### config.mk
export PLATFORM = sky130hd
export DESIGN_NAME = mmu_top
export DESIGN_NICKNAME = d
export VERILOG_FILES = /design/src/la_csr_pkg.sv /design/src/la_mmu_pkg.sv /design/src/tlb_lookup_if.sv /design/src/addr_translate.sv /design/src/mmu_csr_regs.sv /design/src/mmu_top.sv /design/src/tlb_array.sv
export SDC_FILE = /design/constraint.sdc
export NUM_CORES = 2
export LEC_CHECK = 0
export BUFFER_PORTS_ARGS = -buffer_cell sky130_fd_sc_hd__buf_2
export CAP_MARGIN = 20
export CORE_ASPECT_RATIO = 2
export CORE_MARGIN = 2
export CORE_UTILIZATION = 45
export DETAILED_ROUTE_END_ITERATION = 7
export GPL_ROUTABILITY_DRIVEN = 0
export PLACE_DENSITY = 0.62
export SLEW_MARGIN = 20
export SYNTH_ARGS = -nofsm -noshare
export SYNTH_HDL_FRONTEND = slang
export SYNTH_SLANG_ARGS = --single-unit
### constraint.sdc
create_clock -name clk -period 5 [get_ports clk]
set_input_delay 1 -clock clk [delete_from_list [all_inputs] [get_ports clk]]
set_output_delay 1 -clock clk [all_outputs]
set_load 0.01 [all_outputs]
### src/la_csr_pkg.sv
`default_nettype none

package la_csr_pkg;

    // CSR numbers
    localparam logic [13:0] csr_crmd = 14'h000;
    localparam logic [13:0] csr_asid = 14'h018;
    localparam logic [13:0] csr_dmw0 = 14'h180;
    localparam logic [13:0] csr_dmw1 = 14'h181;

    // CRMD fields
    localparam int crmd_plv_lsb  = 0;
    localparam int crmd_plv_msb  = 1;
    localparam int crmd_da       = 3;
    localparam int crmd_pg       = 4;
    localparam int crmd_datm_lsb = 7;
    localparam int crmd_datm_msb = 8;

    // ASID field
    localparam int asid_lsb = 0;
    localparam int asid_msb = 9;

    // DMW fields, one plv enable bit per privilege level
    localparam int dmw_plv_lsb  = 0;
    localparam int dmw_plv_msb  = 3;
    localparam int dmw_mat      = 4;
    localparam int dmw_pseg_lsb = 25;
    localparam int dmw_pseg_msb = 27;
    localparam int dmw_vseg_lsb = 29;
    localparam int dmw_vseg_msb = 31;

    // writable bits per register layout
    localparam logic [31:0] crmd_wmask = 32'h0000_01ff;
    localparam logic [31:0] asid_wmask = 32'h0000_03ff;
    localparam logic [31:0] dmw_wmask  = 32'hee00_003f;

    // direct address mode at plv 0 out of reset
    localparam logic [31:0] crmd_reset = 32'h0000_0008;

endpackage

`default_nettype wire

### src/la_mmu_pkg.sv
`default_nettype none

package la_mmu_pkg;

    // page size codes as held in the ps field
    localparam logic [5:0] ps_4k = 6'd12;
    localparam logic [5:0] ps_2m = 6'd21;

    // one TLB entry, an even/odd page pair behind a single vppn tag
    typedef struct packed {
        logic [18:0] vppn;
        logic [5:0]  ps;
        logic        g;
        logic [9:0]  asid;
        logic        e;
        // even page
        logic [19:0] ppn0;
        logic [1:0]  plv0;
        logic [1:0]  mat0;
        logic        d0;
        logic        v0;
        // odd page
        logic [19:0] ppn1;
        logic [1:0]  plv1;
        logic [1:0]  mat1;
        logic        d1;
        logic        v1;
    } tlb_entry_t;

    // kind of access behind a translation request
    typedef enum logic [1:0] {
        req_fetch = 2'd0,
        req_load  = 2'd1,
        req_store = 2'd2
    } req_kind_t;

    // translation exception, one code per response
    typedef enum logic [2:0] {
        exc_none = 3'd0,
        exc_tlbr = 3'd1,
        exc_pix  = 3'd2,
        exc_ppi  = 3'd3,
        exc_pme  = 3'd4
    } mmu_exc_t;

endpackage

`default_nettype wire

### src/tlb_lookup_if.sv
`timescale 1ns/10ps
`default_nettype none

interface tlb_lookup_if;

    // query
    logic [18:0] vppn;
    logic        va_bit12;
    logic [9:0]  asid;

    // result of the selected page
    logic        found;
    logic [19:0] ppn;
    logic [5:0]  ps;
    logic [1:0]  plv;
    logic [1:0]  mat;
    logic        d;
    logic        v;

    modport requester (
        output vppn, va_bit12, asid,
        input  found, ppn, ps, plv, mat, d, v
    );

    modport responder (
        input  vppn, va_bit12, asid,
        output found, ppn, ps, plv, mat, d, v
    );

endinterface

`default_nettype wire
### src/addr_translate.sv
`timescale 1ns/10ps
`default_nettype none

module addr_translate
    import la_mmu_pkg::*;
    import la_csr_pkg::*;
(
    input  wire         clk,
    input  wire         rst_n,

    // request strobe
    input  wire         req_valid,
    input  wire  [31:0] req_va,
    input  req_kind_t   req_kind,

    // CSR values
    input  wire  [31:0] crmd,
    input  wire  [31:0] asid,
    input  wire  [31:0] dmw0,
    input  wire  [31:0] dmw1,

    tlb_lookup_if.requester tlb,

    // registered response
    output logic        resp_valid,
    output logic [31:0] resp_pa,
    output logic        resp_cacheable,
    output logic        resp_tlb_map,
    output mmu_exc_t    resp_exc
);

    logic [1:0]  cur_plv;
    logic [3:0]  dmw0_plv_en;
    logic [3:0]  dmw1_plv_en;
    logic        direct_mode;
    logic        map_mode;
    logic        dmw0_hit;
    logic        dmw1_hit;
    logic        tlb_map;
    logic [31:0] tlb_pa;
    logic [31:0] pa;
    logic        cacheable;
    mmu_exc_t    exc;

    assign cur_plv     = crmd[crmd_plv_msb:crmd_plv_lsb];
    assign direct_mode = crmd[crmd_da] & ~crmd[crmd_pg];
    assign map_mode    = ~crmd[crmd_da] & crmd[crmd_pg];

    // window match on the top three address bits
    assign dmw0_plv_en = dmw0[dmw_plv_msb:dmw_plv_lsb];
    assign dmw1_plv_en = dmw1[dmw_plv_msb:dmw_plv_lsb];
    assign dmw0_hit = map_mode & dmw0_plv_en[cur_plv] &
                      (dmw0[dmw_vseg_msb:dmw_vseg_lsb] == req_va[31:29]);
    assign dmw1_hit = map_mode & dmw1_plv_en[cur_plv] &
                      (dmw1[dmw_vseg_msb:dmw_vseg_lsb] == req_va[31:29]);
    assign tlb_map  = map_mode & ~dmw0_hit & ~dmw1_hit;

    // TLB query, answered in the same cycle
    assign tlb.vppn     = req_va[31:13];
    assign tlb.va_bit12 = req_va[12];
    assign tlb.asid     = asid[asid_msb:asid_lsb];

    assign tlb_pa = (tlb.ps == ps_2m) ? {tlb.ppn[19:9], req_va[20:0]}
                                      : {tlb.ppn, req_va[11:0]};

    always_comb begin
        if (direct_mode) begin
            pa        = req_va;
            cacheable = crmd[crmd_datm_lsb];
        end else if (dmw0_hit) begin
            pa        = {dmw0[dmw_pseg_msb:dmw_pseg_lsb], req_va[28:0]};
            cacheable = dmw0[dmw_mat];
        end else if (dmw1_hit) begin
            pa        = {dmw1[dmw_pseg_msb:dmw_pseg_lsb], req_va[28:0]};
            cacheable = dmw1[dmw_mat];
        end else begin
            pa        = tlb_pa;
            cacheable = tlb.mat[0];
        end
    end

    // one code per request, highest priority first
    always_comb begin
        if (!tlb_map) begin
            exc = exc_none;
        end else if (!tlb.found) begin
            exc = exc_tlbr;
        end else if (!tlb.v) begin
            exc = exc_pix;
        end else if (cur_plv > tlb.plv) begin
            exc = exc_ppi;
        end else if ((req_kind == req_store) && !tlb.d) begin
            exc = exc_pme;
        end else begin
            exc = exc_none;
        end
    end

    always_ff @(posedge clk or negedge rst_n) begin
        if (!rst_n) begin
            resp_valid <= 1'b0;
        end else begin
            resp_valid <= req_valid;
        end
    end

    always_ff @(posedge clk) begin
        if (req_valid) begin
            resp_pa        <= pa;
            resp_cacheable <= cacheable;
            resp_tlb_map   <= tlb_map;
            resp_exc       <= exc;
        end
    end

endmodule

`default_nettype wire

### src/mmu_csr_regs.sv
`timescale 1ns/10ps
`default_nettype none

module mmu_csr_regs
    import la_csr_pkg::*;
(
    input  wire         clk,
    input  wire         rst_n,

    // strobe write port
    input  wire         csr_we,
    input  wire  [13:0] csr_addr,
    input  wire  [31:0] csr_wdata,

    // full register values toward translation
    output logic [31:0] crmd,
    output logic [31:0] asid,
    output logic [31:0] dmw0,
    output logic [31:0] dmw1
);

    always_ff @(posedge clk or negedge rst_n) begin
        if (!rst_n) begin
            crmd <= crmd_reset;
            asid <= '0;
            dmw0 <= '0;
            dmw1 <= '0;
        end else if (csr_we) begin
            // reserved bits always read back as zero
            case (csr_addr)
                csr_crmd: begin
                    crmd <= csr_wdata & crmd_wmask;
                end
                csr_asid: begin
                    asid <= csr_wdata & asid_wmask;
                end
                csr_dmw0: begin
                    dmw0 <= csr_wdata & dmw_wmask;
                end
                csr_dmw1: begin
                    dmw1 <= csr_wdata & dmw_wmask;
                end
                default: begin
                    // other CSR numbers live outside this block
                end
            endcase
        end
    end

endmodule

`default_nettype wire

### src/mmu_top.sv
`timescale 1ns/10ps
`default_nettype none

module mmu_top
    import la_mmu_pkg::*;
#(
    parameter int tlb_entries = 16
) (
    input  wire                            clk,
    input  wire                            rst_n,

    // CSR write
    input  wire                            csr_we,
    input  wire  [13:0]                    csr_addr,
    input  wire  [31:0]                    csr_wdata,

    // TLB fill
    input  wire                            tlb_we,
    input  wire  [$clog2(tlb_entries)-1:0] tlb_idx,
    input  wire  [18:0]                    tlb_vppn,
    input  wire  [5:0]                     tlb_ps,
    input  wire                            tlb_g,
    input  wire  [9:0]                     tlb_asid,
    input  wire                            tlb_e,
    input  wire  [19:0]                    tlb_ppn0,
    input  wire  [19:0]                    tlb_ppn1,
    input  wire  [1:0]                     tlb_plv0,
    input  wire  [1:0]                     tlb_plv1,
    input  wire  [1:0]                     tlb_mat0,
    input  wire  [1:0]                     tlb_mat1,
    input  wire                            tlb_d0,
    input  wire                            tlb_d1,
    input  wire                            tlb_v0,
    input  wire                            tlb_v1,

    // translation request and response
    input  wire                            req_valid,
    input  wire  [31:0]                    req_va,
    input  wire  [1:0]                     req_kind,
    output logic                           resp_valid,
    output logic [31:0]                    resp_pa,
    output logic                           resp_cacheable,
    output logic                           resp_tlb_map,
    output logic [2:0]                     resp_exc
);

    logic [31:0] crmd;
    logic [31:0] asid;
    logic [31:0] dmw0;
    logic [31:0] dmw1;
    tlb_entry_t  tlb_wentry;
    req_kind_t   req_kind_e;
    mmu_exc_t    resp_exc_e;

    tlb_lookup_if tlb_lookup_bus ();

    assign tlb_wentry = '{
        vppn: tlb_vppn, ps: tlb_ps, g: tlb_g, asid: tlb_asid, e: tlb_e,
        ppn0: tlb_ppn0, plv0: tlb_plv0, mat0: tlb_mat0, d0: tlb_d0, v0: tlb_v0,
        ppn1: tlb_ppn1, plv1: tlb_plv1, mat1: tlb_mat1, d1: tlb_d1, v1: tlb_v1
    };
    assign req_kind_e = req_kind_t'(req_kind);
    assign resp_exc   = resp_exc_e;

    mmu_csr_regs mmu_csr_regs_inst (
        .clk       (clk),
        .rst_n     (rst_n),
        .csr_we    (csr_we),
        .csr_addr  (csr_addr),
        .csr_wdata (csr_wdata),
        .crmd      (crmd),
        .asid      (asid),
        .dmw0      (dmw0),
        .dmw1      (dmw1)
    );

    tlb_array #(
        .tlb_entries (tlb_entries)
    ) tlb_array_inst (
        .clk        (clk),
        .rst_n      (rst_n),
        .tlb_we     (tlb_we),
        .tlb_idx    (tlb_idx),
        .tlb_wentry (tlb_wentry),
        .lookup     (tlb_lookup_bus.responder)
    );

    addr_translate addr_translate_inst (
        .clk            (clk),
        .rst_n          (rst_n),
        .req_valid      (req_valid),
        .req_va         (req_va),
        .req_kind       (req_kind_e),
        .crmd           (crmd),
        .asid           (asid),
        .dmw0           (dmw0),
        .dmw1           (dmw1),
        .tlb            (tlb_lookup_bus.requester),
        .resp_valid     (resp_valid),
        .resp_pa        (resp_pa),
        .resp_cacheable (resp_cacheable),
        .resp_tlb_map   (resp_tlb_map),
        .resp_exc       (resp_exc_e)
    );

endmodule

`default_nettype wire

### src/tlb_array.sv
`timescale 1ns/10ps
`default_nettype none

module tlb_array
    import la_mmu_pkg::*;
#(
    parameter int tlb_entries = 16
) (
    input  wire                               clk,
    input  wire                               rst_n,

    // fill port
    input  wire                               tlb_we,
    input  wire  [$clog2(tlb_entries)-1:0]    tlb_idx,
    input  tlb_entry_t                        tlb_wentry,

    // combinational lookup
    tlb_lookup_if.responder                   lookup
);

    localparam int idx_w = $clog2(tlb_entries);

    tlb_entry_t             entry_q [tlb_entries];
    logic [tlb_entries-1:0] exist_q;

    logic [tlb_entries-1:0] vppn_eq;
    logic [tlb_entries-1:0] asid_eq;
    logic [tlb_entries-1:0] hit;
    logic                   hit_any;
    logic [idx_w-1:0]       hit_idx;
    tlb_entry_t             hit_entry;
    logic                   odd_page;

    // entry payload, only meaningful while its exist bit is set
    always_ff @(posedge clk) begin
        if (tlb_we) begin
            entry_q[tlb_idx] <= tlb_wentry;
        end
    end

    always_ff @(posedge clk or negedge rst_n) begin
        if (!rst_n) begin
            exist_q <= '0;
        end else if (tlb_we) begin
            exist_q[tlb_idx] <= tlb_wentry.e;
        end
    end

    // per-entry match
    always_comb begin
        for (int i = 0; i < tlb_entries; i++) begin
            // a 2M page ignores the low 9 vppn bits
            if (entry_q[i].ps == ps_2m) begin
                vppn_eq[i] = (entry_q[i].vppn[18:9] == lookup.vppn[18:9]);
            end else begin
                vppn_eq[i] = (entry_q[i].vppn == lookup.vppn);
            end
            asid_eq[i] = entry_q[i].g || (entry_q[i].asid == lookup.asid);
            hit[i]     = exist_q[i] && asid_eq[i] && vppn_eq[i];
        end
    end

    // lowest matching index wins, so scan downward
    always_comb begin
        hit_any = 1'b0;
        hit_idx = '0;
        for (int i = tlb_entries - 1; i >= 0; i--) begin
            if (hit[i]) begin
                hit_any = 1'b1;
                hit_idx = idx_w'(i);
            end
        end
    end

    // even/odd page select and result drive
    always_comb begin
        hit_entry = entry_q[hit_idx];
        if (hit_entry.ps == ps_2m) begin
            // address bit 21 picks the page of a 2M pair
            odd_page = lookup.vppn[8];
        end else begin
            odd_page = lookup.va_bit12;
        end

        lookup.found = hit_any;
        if (!hit_any) begin
            // a miss returns an all-zero page
            lookup.ppn = '0;
            lookup.ps  = '0;
            lookup.plv = '0;
            lookup.mat = '0;
            lookup.d   = 1'b0;
            lookup.v   = 1'b0;
        end else if (odd_page) begin
            lookup.ppn = hit_entry.ppn1;
            lookup.ps  = hit_entry.ps;
            lookup.plv = hit_entry.plv1;
            lookup.mat = hit_entry.mat1;
            lookup.d   = hit_entry.d1;
            lookup.v   = hit_entry.v1;
        end else begin
            lookup.ppn = hit_entry.ppn0;
            lookup.ps  = hit_entry.ps;
            lookup.plv = hit_entry.plv0;
            lookup.mat = hit_entry.mat0;
            lookup.d   = hit_entry.d0;
            lookup.v   = hit_entry.v0;
        end
    end

endmodule

`default_nettype wire

* After elaboration in Yosys (flattened, before gate mapping)
Memory sizes are Yosys's and may differ from the RTL's.
Index checks and enable logic that the tools add are counted.
** Word-level totals
- Bits in registers :: 96
- Memory bits (writable) :: 1424
- Bits of input ports :: 178
- Memories :: 1
** Cells by class
- $lt $le $gt $ge :: 4
- Equality and inequality tests :: 72
- Multiplexer cells :: 80
- Bitwise logic cells :: 15
- Reduce and logical (&&, ||, !) cells :: 58
** Memory list
- tlb_array_inst.entry_q :: depth 16, bits a word 89, read ports 17, clocked after memory_dff 0, write ports 1, line tlb_array.sv:23 : tlb_entry_t entry_q [tlb_entries];
** Operators with widths (count)
- 10-bit == test :: 32
- 19-bit == test :: 16
- 6-bit by 5-bit == test with 1-bit output, second input constant :: 18
- 32-bit 2-to-1 mux :: 3
- 4-bit 2-to-1 mux :: 16
- 1-bit 2-to-1 mux :: 48
- 20-bit 2-to-1 mux :: 2
- 1-bit logical AND :: 34
- 14-bit by 9-bit == test with 1-bit output, second input constant :: 2
- 21-bit 2-to-1 mux :: 1
- 16-bit bitwise mux :: 1
- 1-bit logical OR :: 16
- 14-bit by 5-bit == test with 1-bit output, second input constant :: 1
- 14-bit logical NOT :: 1
- 2-bit AND reduction :: 5
- 1-bit bitwise AND :: 8
- 2-bit 2-to-1 mux :: 4
- 1-bit NOT :: 7
- 3-bit == test :: 2
- 6-bit 2-to-1 mux :: 1
- 4-bit by 5-bit less-than comparator with 1-bit output, second input constant :: 1
- 1-bit binary-select mux with 2-bit select :: 2
- 1-bit demux with 4-bit select :: 1
- 4-bit by 1-bit >= comparator with 1-bit output, second input constant :: 1
- other kinds (6) :: 6

* Logic depth before layout (Yosys ltp)
An unclocked memory read counts as a cell.
- Depth after elaboration :: 32
- Depth in mapped cells :: 27
- Depth with buffers taken out :: 22

* Cells and area by module
Synthesis repeated with hierarchy kept, for this count alone.
** Second synthesis, totals
- Cells, all modules :: 4124
- Area, all modules :: 63948.8 um2
** By module, submodules not included
- tlb_array :: instances 1, cells an instance 3802, area each 59635.9 um2
- mmu_csr_regs :: instances 1, cells an instance 186, area each 2348.5 um2
- addr_translate :: instances 1, cells an instance 136, area each 1964.4 um2

* Worst setup path after synthesis
Ideal clock, no wire load.
- Path kind :: input to register
- From :: input tlb_idx[1]
- To :: register tlb_array_inst.exist_q[0]
- Arrival :: 8.285 ns
- Required time :: 4.905 ns
- Slack :: -3.380 ns
- Stages :: 3
- Path buffers :: 0
- Cell sequence :: or3b_2 nor3_1 mux2_2
** On the way
- Word-level cells in the longest chain between the ends :: 5
** Ends and longest elaborated chain
- from (decl) :: line mmu_top.sv:19 : input wire [$clog2(tlb_entries)-1:0] tlb_idx,
- 4-bit by 5-bit less-than comparator with 1-bit output (implied by the code) / 4-bit by 1-bit >= comparator with 1-bit output (equally long branches) :: line tlb_array.sv:45 : exist_q[tlb_idx] <= tlb_wentry.e;
- 1-bit logical AND (implied by the code) :: line tlb_array.sv:45
- 1-bit 2-to-1 mux (implied by the code) :: line tlb_array.sv:45
- 1-bit demux with 4-bit select (*)
- 16-bit bitwise mux (*) :: line tlb_array.sv:45
- to (signal, indexed assignment) :: line tlb_array.sv:45
- to (decl) :: line tlb_array.sv:24 : logic [tlb_entries-1:0] exist_q;
Mark *: on every way between the ends. The rest lies on a longest branch, timed or not.
A chain may end at the register's enable or synchronous reset.

* Worst setup path after layout
- From :: register mmu_csr_regs_inst.asid[0]
- To :: register addr_translate_inst.resp_exc[2], data pin
** On the way
- Word-level cells in the longest chain between the ends :: 28
** Ends and longest elaborated chain
- from (decl) :: line mmu_csr_regs.sv:17 : output logic [31:0] asid,
- from (signal assigned) :: line mmu_csr_regs.sv:35 : asid <= csr_wdata & asid_wmask;
- branches (longest 28 deep; another with 10-bit == test)
- to (signal assigned) :: line addr_translate.sv:112 : resp_exc <= exc;
- to (decl) :: line addr_translate.sv:29 : output mmu_exc_t resp_exc
Several ways; the timed one is not identified.

==> results.txt <==
- Sequential cells account for 55.8% of the total power.
* DRT antenna net count: 0
- The post-route netlist has 27.5% of its cells at a drive strength greater than 1.
* Outcome: finished with violations
- Combinational logic burns 4.0% of the power.
* Inserted Clock Buffers: 132
- For this run the aggregate overflow at the end of global routing stands at 0.
- CTS sink count: 1467
- Kind of start point of the critical path: flop
* Path type of the worst min-delay path: input pin to async pin
* Largest fanout on the critical path: 6
* Number of synthesized register bits: 1467
- After detailed routing, the number of remaining DRC violations is 0.
* Post-synth net total: 3831
- From synthesis to final layout, the design area changed by 19.6%.
- Switching fraction of total power: approximately a fifth
- Number of standard cells in the final layout excluding fillers: 6111
* Final routed wire length divided by cell count: around 27 microns
* EDFF count, synth: 1413
- Reg-to-Reg End: addr_translate_inst.resp_exc[2]$_SDFFCE_PP0P_
* Async SR Flop Fraction: 3.68%
* DP HPWL: 110 mm
- For this run, the total global-route usage over all layers was measured as around 24%.
- Largest cells by area after synthesis: edfxtp_1 (71%), xnor2_1 (4.1%), mux2i_1 (3.7%)
* Maximum frequency from static timing analysis: approximately 190 MHz
* Cells after DPL: 5824
- Total number of yosys warnings: 0
- Across all setup checks in the final design, the least slack found is -372 ps.
- Area of the mapped netlist: roughly 0.060 sq mm
- Total power for the finished layout comes to roughly 25 mW.
- Total vias in the final route: 34400
- Total power density per cell area: approximately 350 mW/mm^2
* Gate Count Post-Synth: between 3000 and 4000
- Share of Yosys cell area claimed by the top area cell type: 70.6%
- Top_reg_cell synth: edfxtp_1
- Number of H-tree levels: 4
- Once the floorplan was initialized, standard cells occupied 45.3% of the core.
* Sequential element share of the synthesized area: 72.8%
* Post-layout minimum cycle time: 5370 ps
- Unrepaired setup endpoints after global routing: yes
* Final core utilization: 54.2%
- Number of global-route vias before repair: 35300
- Maximum buffer depth of the clock tree: 3
- For this run, the slowest stage of the critical path takes 400 ps.
- After clock tree synthesis, the flow added hold-fix buffers numbering 0.
* Setup violations, final: 2
- IO Pins: 216
- Mean post-synth cell area: between 15 and 20 sq um
* Leakage power figure: 24.7 nW
- The die covers 0.137 sq mm.
- TritonCTS built the clock tree.
* Number of optimization iterations in the first detailed-route pass: 8
* Cell class contributing the biggest share of worst-path delay: compound AO/OA/AOI/OAI gates
* Initial antenna violation count: 23
- The worst setup path is captured at a flop.
* Final number of hold-violating endpoints: 0
- Clock edge transition at the registers on the reported setup and hold paths: 60 ps
- Post-layout nets: 4465
- The cell sitting at the root of the clock tree is a clkbuf_16.
- Tightest Pin Transition: 1130 ps
- Worst reg-to-reg path cell count: 27
- Data arrives at the worst endpoint at 5970 ps.
- Total of buffers placed on input and output ports: 197
- Routed Wire Length: 168 mm
- Setup total negative slack on the finished layout was measured at -402 ps.
- Among all stages on the critical path, the largest delay is contributed by dfrtp_1.
* Die X: roughly 260 microns
- Entering global routing, the biggest net connects 131 pins.
- Of the available clock period, the critical path in the final layout requires 107%.
* Cell internal power dissipation: 19.6 mW
- The worst register-to-register path begins at mmu_csr_regs_inst.asid[0]$_DFFE_PN0P_.
- Max-cap violations in this run came to 0.
- Total number of cells along the worst setup path: 27
* Clock share of power: 40.2%
- Number of buffer and inverter instances along the worst setup path: 6
- Most used standard cell by instance count after synthesis: edfxtp_1
* Critical path class: flop to flop
- Worst-case headroom to the max-slew limit: about a quarter
- In this run the register-to-register setup slack is -370 ps.
* Post-Route Skew: 31.1 ps
- Using the TritonRoute via totals, the vias-per-cell ratio works out to 5.63.
- Chip height: 521 microns
- Psw: 5.23 mW
* DRC violation total after the first TritonRoute iteration: 2884
- Worst-skew pair later-pin latency: 770 ps
- Largest area contributor in the netlist: edfxtp_1
- Count of cell types in the netlist: 76
- Failing checks: setup timing
- Across the VDD grid, the largest voltage drop is 0.252 mV.
* Required arrival time at the worst endpoint: 5600 ps
* Max Slew Vio Count: 0
- Total core area: about 0.13 sq mm
- Row count: around 190
* Post-placement worst setup slack: -1300 ps
* Top cells by count, synth: edfxtp_1 (1413), xnor2_1 (281), mux2i_1 (222)
- The first global-routing pass estimated around 240 mm of wire.
[worst register-to-register path, delay by kind of cell (launching register included)]
family	cells	cell delay [ps]
compound gates	12	2050
fa+ha+maj	1	140
buf+inv	6	840
flops	1	400
simple gates	6	1450
xor+xnor	1	180
mux	1	180
[registers in the layout (all words and copies together), names as in the netlist]
signal	cells
tlb_array_inst.entry_q	1376
tlb_array_inst.exist_q	16
addr_translate_inst.resp_valid	1
mmu_csr_regs_inst.asid	10
addr_translate_inst.resp_cacheable	1
addr_translate_inst.resp_pa	32
mmu_csr_regs_inst.crmd	5
addr_translate_inst.resp_exc	3
mmu_csr_regs_inst.dmw1	11
addr_translate_inst.resp_tlb_map	1
mmu_csr_regs_inst.dmw0	11
[routing by layer]
metal	GRT usage (%)	vias up	part of all wire [%]	wire length, microns
met4	10.9	16	4.7	7840
met2	46.0	994	55	91900
li1	-	15400	-	-
met1	26.6	17700	36	60800
met5	0	-	0.059	99
met3	3.64	352	4.2	7100
[area by class of cell]
type | instances | area [sq um]
clock inverter | 66 | 628
tap | 1719 | 2150
antenna | 3 | 7.51
timing repair buffer | 685 | 5720
fill | 10600 | 60800
sequential | 1467 | 43800
clock buffer | 172 | 3530
inverter | 13 | 51.3
multi-input combinational | 1986 | 16000
[cell families (layout without fill, tap and decap cells)]
family                     after synthesis  after routing  share of synthesized area [%]
muxes                                  420            420                           7.44
AOI/OAI and AO/OA                      460            461                           5.40
DFF                                   1467           1467                           72.8
buffers and inverters                  199            936                           1.85
and+or+nand+nor                        633            633                           5.56
adders and majority gates                2              2                         0.0416
other                                    0              3                              0
xor gates and xnor gates               470            470                           6.87
[stage by stage]
step	hold WS, ps	instance area (sq um)
floorplan	474	60300
global placement	491	66400
detailed placement	493	66400
CTS	347	71300
global route	376	71900
finish	385	71900
[cell usage in the layout, fill, tap and decap left out, types with 76 or more instances in the layout]
master / instances
a211oi_1: 99
buf_2: 197
buf_4: 404
clkbuf_16: 139
edfxtp_1: 1413
mux2_2: 196
mux2i_1: 220
nand2_1: 158
nor2_1: 76
o211ai_1: 81
o21ai_0: 82
xnor2_1: 273
xor2_1: 187
[worst max-delay path by stage]
stage,from,endpoint,slack [ps]
finish,mmu_csr_regs_inst.asid[0]$_DFFE_PN0P_,addr_translate_inst.resp_exc[2]$_SDFFCE_PP0P_,-370
global route,mmu_csr_regs_inst.asid[6]$_DFFE_PN0P_,addr_translate_inst.resp_exc[2]$_SDFFCE_PP0P_,-580
CTS,mmu_csr_regs_inst.asid[0]$_DFFE_PN0P_,addr_translate_inst.resp_exc[2]$_SDFFCE_PP0P_,-330
detailed placement,req_va[23],addr_translate_inst.resp_exc[2]$_SDFFCE_PP0P_,-1300
global placement,req_va[23],addr_translate_inst.resp_exc[2]$_SDFFCE_PP0P_,-1260
floorplan,tlb_idx[1],tlb_array_inst.exist_q[8]$_DFFE_PN0P_,-890
[power by group through the flow]
stage          Sequential [mW]  Combinational, mW  Clock (mW)
2_1_floorplan             14.1              0.418           0
3_3_place_gp              14.1              0.963           0
3_5_place_dp              14.1              0.979           0
4_1_cts                   13.8              0.989        10.2
5_1_grt                   13.9               1.05        10.6
6_report                  13.8              0.980        9.99
[timing repair]
action                     CTS  global route
setup endpoints to repair   20            22
resized for setup           81            85
setup buffers               15            22
cloned                       5             5
pin swaps                   35            35
Power figures use the tool's default switching activity.
